## config.mk

```make
export PLATFORM = sky130hd
export DESIGN_NAME = fir_top
export DESIGN_NICKNAME = d
export VERILOG_FILES = /design/src/verilog/fir_pkg.sv /design/src/verilog/fir_ctrl_regs.sv /design/src/verilog/fir_mac_engine.sv /design/src/verilog/fir_sample_window.sv /design/src/verilog/fir_top.sv
export VERILOG_INCLUDE_DIRS = /design/src /design/src/verilog
export SDC_FILE = /design/constraint.sdc
export NUM_CORES = 2
export LEC_CHECK = 0
export BUFFER_PORTS_ARGS = -buffer_cell sky130_fd_sc_hd__clkbuf_2
export CAP_MARGIN = 20
export CELL_PAD_IN_SITES_DETAIL_PLACEMENT = 0
export CELL_PAD_IN_SITES_GLOBAL_PLACEMENT = 2
export CORE_ASPECT_RATIO = 1.1
export CORE_UTILIZATION = 49
export CTS_CLUSTER_SIZE = 14
export DETAILED_ROUTE_END_ITERATION = 16
export HOLD_SLACK_MARGIN = 0.12
export PLACE_DENSITY = 0.92
export SYNTH_ARGS = -nofsm -noshare
export SYNTH_HDL_FRONTEND = slang
export SYNTH_SLANG_ARGS = --single-unit
```

## constraint.sdc

```tcl
create_clock -name axis_clk -period 20.6 [get_ports axis_clk]
set_clock_uncertainty 0.05 [all_clocks]
set_input_delay 1.03 -clock axis_clk [delete_from_list [all_inputs] [get_ports axis_clk]]
set_output_delay 1.03 -clock axis_clk [all_outputs]
set_load 0.05 [all_outputs]
```

## src/verilog/fir_cfg.svh

```systemverilog
`ifndef FIR_CFG_SVH
`define FIR_CFG_SVH

`define FIR_N_TAPS        11        // filter length
`define FIR_DATA_W        32        // sample, tap and result word
`define FIR_ADDR_W        12        // AXI4-Lite address width

// register map
`define FIR_REG_CTRL      'h00      // bit 0 starts a frame
`define FIR_REG_LEN       'h10      // outputs per frame
`define FIR_REG_TAP_BASE  'h20      // tap i at base + 4*i

`endif

```

## src/verilog/fir_pkg.sv

```systemverilog
`include "fir_cfg.svh"

package fir_pkg;

    // one signed data word, used for samples, taps and results
    typedef logic signed [`FIR_DATA_W-1:0] sample_t;

    typedef logic [$clog2(`FIR_N_TAPS)-1:0] tap_idx_t;   // history / tap index

    typedef logic [31:0] len_t;                         // frame length in outputs

    typedef enum logic [1:0] {
        IDLE,
        ACCUM,
        OUTPUT
    } mac_state_t;

endpackage

```

## src/verilog/fir_ctrl_regs.sv

```systemverilog
`timescale 1ns/100ps
`include "fir_cfg.svh"

module fir_ctrl_regs (
    input  logic                    axis_clk,
    input  logic                    axis_rst_n,
    input  logic                    awvalid,
    output logic                    awready,
    input  logic [`FIR_ADDR_W-1:0]  awaddr,
    input  logic                    wvalid,
    output logic                    wready,
    input  logic [`FIR_DATA_W-1:0]  wdata,
    output logic                    bvalid,
    input  logic                    bready,
    output logic [1:0]              bresp,
    input  logic                    frame_done,
    output fir_pkg::sample_t        taps [`FIR_N_TAPS],
    output fir_pkg::len_t           frame_len,
    output logic                    running,
    output logic                    start_pulse
);

    localparam logic [`FIR_ADDR_W-1:0] CTRL_ADDR = `FIR_ADDR_W'(`FIR_REG_CTRL);
    localparam logic [`FIR_ADDR_W-1:0] LEN_ADDR  = `FIR_ADDR_W'(`FIR_REG_LEN);
    localparam logic [`FIR_ADDR_W-1:0] TAP_ADDR  = `FIR_ADDR_W'(`FIR_REG_TAP_BASE);

    logic wr_rdy;       // shared awready / wready
    logic wr_en;        // address and data accepted this cycle
    logic start_wr;

    assign awready  = wr_rdy;
    assign wready   = wr_rdy;
    assign bresp    = 2'b00;                        // always OKAY
    assign wr_en    = wr_rdy & awvalid & wvalid;
    assign start_wr = wr_en && (awaddr == CTRL_ADDR) && wdata[0] && !running;

    // single outstanding write, response one cycle after acceptance
    always_ff @(posedge axis_clk or negedge axis_rst_n) begin
        if (!axis_rst_n) begin
            wr_rdy <= 1'b0;
            bvalid <= 1'b0;
        end else begin
            wr_rdy <= awvalid & wvalid & ~bvalid & ~wr_rdy;
            if (wr_en) begin
                bvalid <= 1'b1;
            end else if (bready) begin
                bvalid <= 1'b0;
            end
        end
    end

    // run flag: set by start, cleared on the last output handshake
    always_ff @(posedge axis_clk or negedge axis_rst_n) begin
        if (!axis_rst_n) begin
            running     <= 1'b0;
            start_pulse <= 1'b0;
        end else begin
            start_pulse <= start_wr;
            if (start_wr) begin
                running <= 1'b1;
            end else if (frame_done) begin
                running <= 1'b0;
            end
        end
    end

    // coefficients and length only change between frames
    always_ff @(posedge axis_clk) begin
        if (wr_en && !running) begin
            if (awaddr == LEN_ADDR) begin
                frame_len <= wdata;
            end
            for (int i = 0; i < `FIR_N_TAPS; i++) begin
                if (awaddr == TAP_ADDR + `FIR_ADDR_W'(4 * i)) begin
                    taps[i] <= wdata;
                end
            end
        end
    end

endmodule

```

## src/verilog/fir_mac_engine.sv

```systemverilog
`timescale 1ns/100ps
`include "fir_cfg.svh"

module fir_mac_engine (
    input  logic                axis_clk,
    input  logic                axis_rst_n,
    input  logic                win_valid,
    output logic                win_take,
    output fir_pkg::tap_idx_t   win_idx,
    input  fir_pkg::sample_t    win_sample,
    input  fir_pkg::sample_t    taps [`FIR_N_TAPS],
    input  fir_pkg::len_t       frame_len,
    output logic                sm_tvalid,
    input  logic                sm_tready,
    output fir_pkg::sample_t    sm_tdata,
    output logic                sm_tlast,
    output logic                frame_done
);

    import fir_pkg::*;

    localparam tap_idx_t LAST_IDX = tap_idx_t'(`FIR_N_TAPS - 1);

    mac_state_t state;
    sample_t    acc;            // wraps modulo 2^32
    len_t       out_cnt;        // outputs already sent in this frame
    logic       out_hs;
    logic       last_out;

    assign win_take   = (state == IDLE) && win_valid;
    assign sm_tvalid  = (state == OUTPUT);
    assign sm_tdata   = acc;                    // held while in OUTPUT
    assign last_out   = (out_cnt + 32'd1 == frame_len);
    assign sm_tlast   = sm_tvalid && last_out;
    assign out_hs     = sm_tvalid && sm_tready;
    assign frame_done = out_hs && last_out;

    always_ff @(posedge axis_clk or negedge axis_rst_n) begin
        if (!axis_rst_n) begin
            state   <= IDLE;
            win_idx <= '0;
            out_cnt <= '0;
        end else begin
            case (state)
                IDLE: begin
                    win_idx <= '0;
                    if (win_valid) begin
                        state <= ACCUM;
                    end
                end
                ACCUM: begin
                    // one tap product per cycle
                    win_idx <= win_idx + tap_idx_t'(1);
                    if (win_idx == LAST_IDX) begin
                        state <= OUTPUT;
                    end
                end
                OUTPUT: begin
                    if (sm_tready) begin
                        state   <= IDLE;
                        out_cnt <= last_out ? '0 : out_cnt + 32'd1;
                    end
                end
                default: begin
                    state <= IDLE;
                end
            endcase
        end
    end

    always_ff @(posedge axis_clk) begin
        if (win_take) begin
            acc <= '0;
        end else if (state == ACCUM) begin
            acc <= acc + taps[win_idx] * win_sample;    // low 32 bits kept
        end
    end

endmodule

```

## src/verilog/fir_sample_window.sv

```systemverilog
`timescale 1ns/100ps
`include "fir_cfg.svh"

module fir_sample_window (
    input  logic                axis_clk,
    input  logic                axis_rst_n,
    input  logic                ss_tvalid,
    output logic                ss_tready,
    input  fir_pkg::sample_t    ss_tdata,
    input  logic                running,
    input  logic                start_pulse,
    input  logic                win_take,
    input  fir_pkg::tap_idx_t   win_idx,
    output logic                win_valid,
    output fir_pkg::sample_t    win_sample
);

    import fir_pkg::*;

    sample_t hist [`FIR_N_TAPS];    // hist[0] is the newest sample
    sample_t pend_data;             // accepted, not yet consumed
    logic    pending;
    logic    ss_hs;

    assign ss_tready  = running & ~pending;
    assign ss_hs      = ss_tvalid & ss_tready;
    assign win_valid  = pending;
    assign win_sample = hist[win_idx];

    always_ff @(posedge axis_clk or negedge axis_rst_n) begin
        if (!axis_rst_n) begin
            pending <= 1'b0;
        end else if (start_pulse) begin
            pending <= ss_hs;           // drop anything left from the last frame
        end else if (ss_hs) begin
            pending <= 1'b1;
        end else if (win_take) begin
            pending <= 1'b0;
        end
    end

    always_ff @(posedge axis_clk) begin
        if (ss_hs) begin
            pend_data <= ss_tdata;
        end
    end

    // history moves only when the engine takes a sample, so it is
    // steady for the whole accumulation
    always_ff @(posedge axis_clk) begin
        if (start_pulse) begin
            for (int i = 0; i < `FIR_N_TAPS; i++) begin
                hist[i] <= '0;
            end
        end else if (win_take) begin
            hist[0] <= pend_data;
            for (int i = 1; i < `FIR_N_TAPS; i++) begin
                hist[i] <= hist[i-1];
            end
        end
    end

endmodule

```

## src/verilog/fir_top.sv

```systemverilog
`timescale 1ns/100ps
`include "fir_cfg.svh"

module fir_top (
    input  logic                    axis_clk,
    input  logic                    axis_rst_n,
    input  logic                    awvalid,
    output logic                    awready,
    input  logic [`FIR_ADDR_W-1:0]  awaddr,
    input  logic                    wvalid,
    output logic                    wready,
    input  logic [`FIR_DATA_W-1:0]  wdata,
    output logic                    bvalid,
    input  logic                    bready,
    output logic [1:0]              bresp,
    input  logic                    ss_tvalid,
    output logic                    ss_tready,
    input  fir_pkg::sample_t        ss_tdata,
    output logic                    sm_tvalid,
    input  logic                    sm_tready,
    output fir_pkg::sample_t        sm_tdata,
    output logic                    sm_tlast
);

    import fir_pkg::*;

    sample_t  taps [`FIR_N_TAPS];
    len_t     frame_len;
    logic     running;
    logic     start_pulse;
    logic     win_valid;
    logic     win_take;
    tap_idx_t win_idx;
    sample_t  win_sample;
    logic     frame_done;

    // register block: taps and run control
    fir_ctrl_regs u_regs (
        .axis_clk    (axis_clk),
        .axis_rst_n  (axis_rst_n),
        .awvalid     (awvalid),
        .awready     (awready),
        .awaddr      (awaddr),
        .wvalid      (wvalid),
        .wready      (wready),
        .wdata       (wdata),
        .bvalid      (bvalid),
        .bready      (bready),
        .bresp       (bresp),
        .frame_done  (frame_done),
        .taps        (taps),
        .frame_len   (frame_len),
        .running     (running),
        .start_pulse (start_pulse)
    );

    fir_sample_window u_window (
        .axis_clk    (axis_clk),
        .axis_rst_n  (axis_rst_n),
        .ss_tvalid   (ss_tvalid),
        .ss_tready   (ss_tready),
        .ss_tdata    (ss_tdata),
        .running     (running),
        .start_pulse (start_pulse),
        .win_take    (win_take),
        .win_idx     (win_idx),
        .win_valid   (win_valid),
        .win_sample  (win_sample)
    );

    fir_mac_engine u_engine (
        .axis_clk    (axis_clk),
        .axis_rst_n  (axis_rst_n),
        .win_valid   (win_valid),
        .win_take    (win_take),
        .win_idx     (win_idx),
        .win_sample  (win_sample),
        .taps        (taps),
        .frame_len   (frame_len),
        .sm_tvalid   (sm_tvalid),
        .sm_tready   (sm_tready),
        .sm_tdata    (sm_tdata),
        .sm_tlast    (sm_tlast),
        .frame_done  (frame_done)
    );

endmodule
```

==> flow_metrics.py <==
metrics = {
    "detailed_routing": {
        "avgViaCountPerCell": 5.54,
        "wirelength_microns": 128000,
        "vias": 31800,
        "first_pass_iters": 6,
        "ant_nets": 0,
        "drc": 0,
        "wl_per_cell_microns": 22.3,
        "drt_iter0_markers": 2769,
    },
    "status": {
        "status": "finished, final reports clean",
    },
    "grt": {
        "grt_pass1_vias": 32700,
        "antenna_found_initial": 1,
        "grt_pass1_wl_microns": 198000,
        "overflow": 0,
        "grt_usage_pct": 24.3,
        "grt_max_degree": 321,
    },
    "floorplan": {
        "io_pins": 123,
        "num_rows": 125,
        "start_util_pct": 49.5,
        "die_w_microns": 314,
        "coreArea_sq_mm": 0.106,
        "die_h_microns": 345,
        "dieArea_sq_mm": 0.108,
    },
    "cts": {
        "cts_sinks": 843,
        "cts_made_buffers": 88,
        "cts.path.max_buffers": 3,
        "cts_tree": "done",
        "cts_max_level": 3,
        "cts_root_buf": "clkbuf_16",
        "post_cts_resized": 0,
        "clkTransAtPathRegs_ns": 0.06,
        "clk_latency_ns": 0.68,
        "post_cts_buffers": 0,
        "hold_buffers": 0,
    },
    "setup_path": {
        "rr_worst_depth": 31,
        "reg2reg_from": "u_engine.win_idx[0]",
        "slowest_stage": "dfrtp_4",
        "cp_max_fo": 41,
        "r2r-end": "u_engine.sm_tdata[31]",
        "startpoint": "u_engine.win_idx[0]",
        "crit_type": "reg -> reg",
        "crit_required_ns": 21.08,
        "crit_path_max_incr_delay_ns": 0.89,
        "arrival_ns": 11.22,
        "reg2reg_slack_ns": 9.86,
        "crit_top_cell": "fa_1",
        "worstSetupEndpointType": "flop",
        "cp-start-kind": "flop",
    },
    "sta": {
        "worstMarginPinSlew_ns": 1.27,
        "slew_headroom_pct": 15.3,
        "layout_min_cycle_time_ns": 10.74,
        "rsz0062_at_grt": "no",
        "fin_setup_tns_ns": 0,
        "max_freq_mhz": 93.1,
        "finalCritPeriodShare_pct": 52.1,
        "hold_viol_final": 0,
        "finalMaxSlewViolations": 0,
        "setup_viol_count_final": 0,
    },
    "cells_and_area": {
        "seqCellArea_sq_mm": 0.0248,
        "multiInputGateArea_sq_mm": 0.0245,
        "antenna_cells": 0,
        "nNetsFinal": 4948,
        "syn_to_final_growth_pct": 9.28,
        "fill_cells": 8960,
        "drive_gt1_share_pct": 12.5,
    },
    "synthesis": {
        "synth_cell_types": 83,
        "synth_area_sq_mm": 0.0524,
        "synth-main-ff-cell": "edfxtp_1",
        "syn_inst": 4202,
        "synth_async_sr_flop_share_pct": 5.10,
        "avgSynthCellArea_sq_um": 12.5,
        "ys_warn_count": 0,
        "synth_seq_cells": 843,
        "synth_edf_count": 768,
        "ys_seq_area_share_pct": 47.3,
    },
    "min_path": {
        "min_path_cells": 1,
        "hold_start": "u_regs.bvalid",
        "min_to": "u_regs.awready",
        "hold_path_class": "reg -> reg",
    },
    "placement": {
        "dp_hpwl_microns": 85500,
        "gp_congestion": 0.857,
        "io_buffers": 120,
    },
    "job": {
        "maxCapViolCount": 0,
    },
}
[cells in the final DEF, fill, tap and decap left out, types with 40 or more instances in the layout]
cell,Yosys,routed
xnor2_1,94,94
nor2_1,323,312
nand2b_1,74,72
o21ai_0,95,93
mux2i_1,74,74
fa_1,438,438
inv_1,582,581
and2_1,330,329
buf_4,8,75
clkbuf_2,0,120
clkbuf_16,0,88
ha_1,154,154
nand2_1,313,313
dfrtp_1,43,40
a21oi_1,82,76
mux4_2,125,125
edfxtp_1,768,768
nor2b_1,57,54
[cell type report]
| type | instances | area share (%) |
|---|---|---|
| well taps | 1397 | 3.05 |
| flip-flops and latches | 843 | 43.3 |
| repair buffers | 198 | 2.14 |
| multi-input cells | 2559 | 42.8 |
| clock buffers | 107 | 3.97 |
| inverters | 583 | 3.84 |
| clock inverters | 54 | 0.929 |
[worst max path at each step]
stage                                 end  depth (start not counted)  slack [ns]
finish              u_engine.sm_tdata[31]                         31        9.86
global route        u_engine.sm_tdata[31]                         31        9.30
CTS                 u_engine.sm_tdata[31]                         30        9.84
detailed placement  u_engine.sm_tdata[31]                         30        9.91
global placement    u_engine.sm_tdata[31]                         31        9.97
floorplan             u_window.hist[0][0]                          4       12.02
[synth_stat cells (27+ instances only)]
master / number / area share, %
a21oi_1: 82 / 0.78
and2_1: 330 / 3.9
buf_2: 34 / 0.32
clkbuf_1: 144 / 1.0
dfrtp_1: 43 / 2.1
dfxtp_1: 32 / 1.2
edfxtp_1: 768 / 44
fa_1: 438 / 17
ha_1: 154 / 3.7
inv_1: 582 / 4.2
mux2i_1: 74 / 1.4
mux4_2: 125 / 5.4
nand2_1: 313 / 2.2
nand2b_1: 74 / 0.88
nand3_1: 28 / 0.27
nor2_1: 323 / 2.3
nor2b_1: 57 / 0.68
o21ai_0: 95 / 0.91
o21ai_1: 27 / 0.26
or2_2: 35 / 0.42
xnor2_1: 94 / 1.6
xor2_1: 31 / 0.52
[worst max-delay path: cells and delay by family, from the launching register on]
family / cells / cell delay [ns]
flops: 1 / 0.89
simple gates: 2 / 0.19
buf+inv: 7 / 1.77
mux: 1 / 0.58
xor+xnor: 1 / 0.18
compound gates: 11 / 2.97
fa+ha+maj: 9 / 3.89
[per-stage QoR]
stage                     instance area [sq um]  utilization (%)  hold WS [ns]  setup WS, ns  cells
final                                     57200             54.1         0.403          9.86   5741
after global routing                      57200             54.1         0.435          9.30   5741
after CTS                                 57200             54.1         0.402          9.84   5740
after detailed placement                  54400             51.5         0.403          9.91   5579
after global placement                    54400             51.5         0.404          9.97   5579
after floorplan                           52400                -         0.408         12.02   4203
[flip-flops by register name (all words and copies together), names as in the netlist]
signal              cells
u_regs.bvalid           1
u_engine.state          2
u_engine.win_idx        4
u_window.win_valid      1
u_regs.frame_len       32
u_engine.sm_tdata      32
u_window.hist         352
u_window.pend_data     32
u_engine.out_cnt       32
u_regs.taps           352
u_regs.start_pulse      1
u_regs.awready          1
u_regs.running          1
[cell families (layout without fill, tap and decap cells)]
group | Yosys count | in the layout | share of synthesized area, %
compound gates | 376 | 376 | 4.65
fa+ha+maj | 592 | 592 | 20.4
buf+inv | 801 | 942 | 6.33
flops | 843 | 843 | 47.3
simple gates | 1249 | 1249 | 11.9
xor+xnor | 129 | 129 | 2.24
other cells | 1 | 2 | 0.00716
mux | 211 | 211 | 7.14
[routing by layer]
metal	global-route usage, %	routed length, microns	share of wire, %
met1	34.1	55300	43
met2	39.3	61000	48
met3	3.65	8570	6.7
met4	7.50	3450	2.7
met5	0	0	0
Power is not shown: default switching activity piles up to over one toggle a cycle in this logic, so the estimate is an artifact.
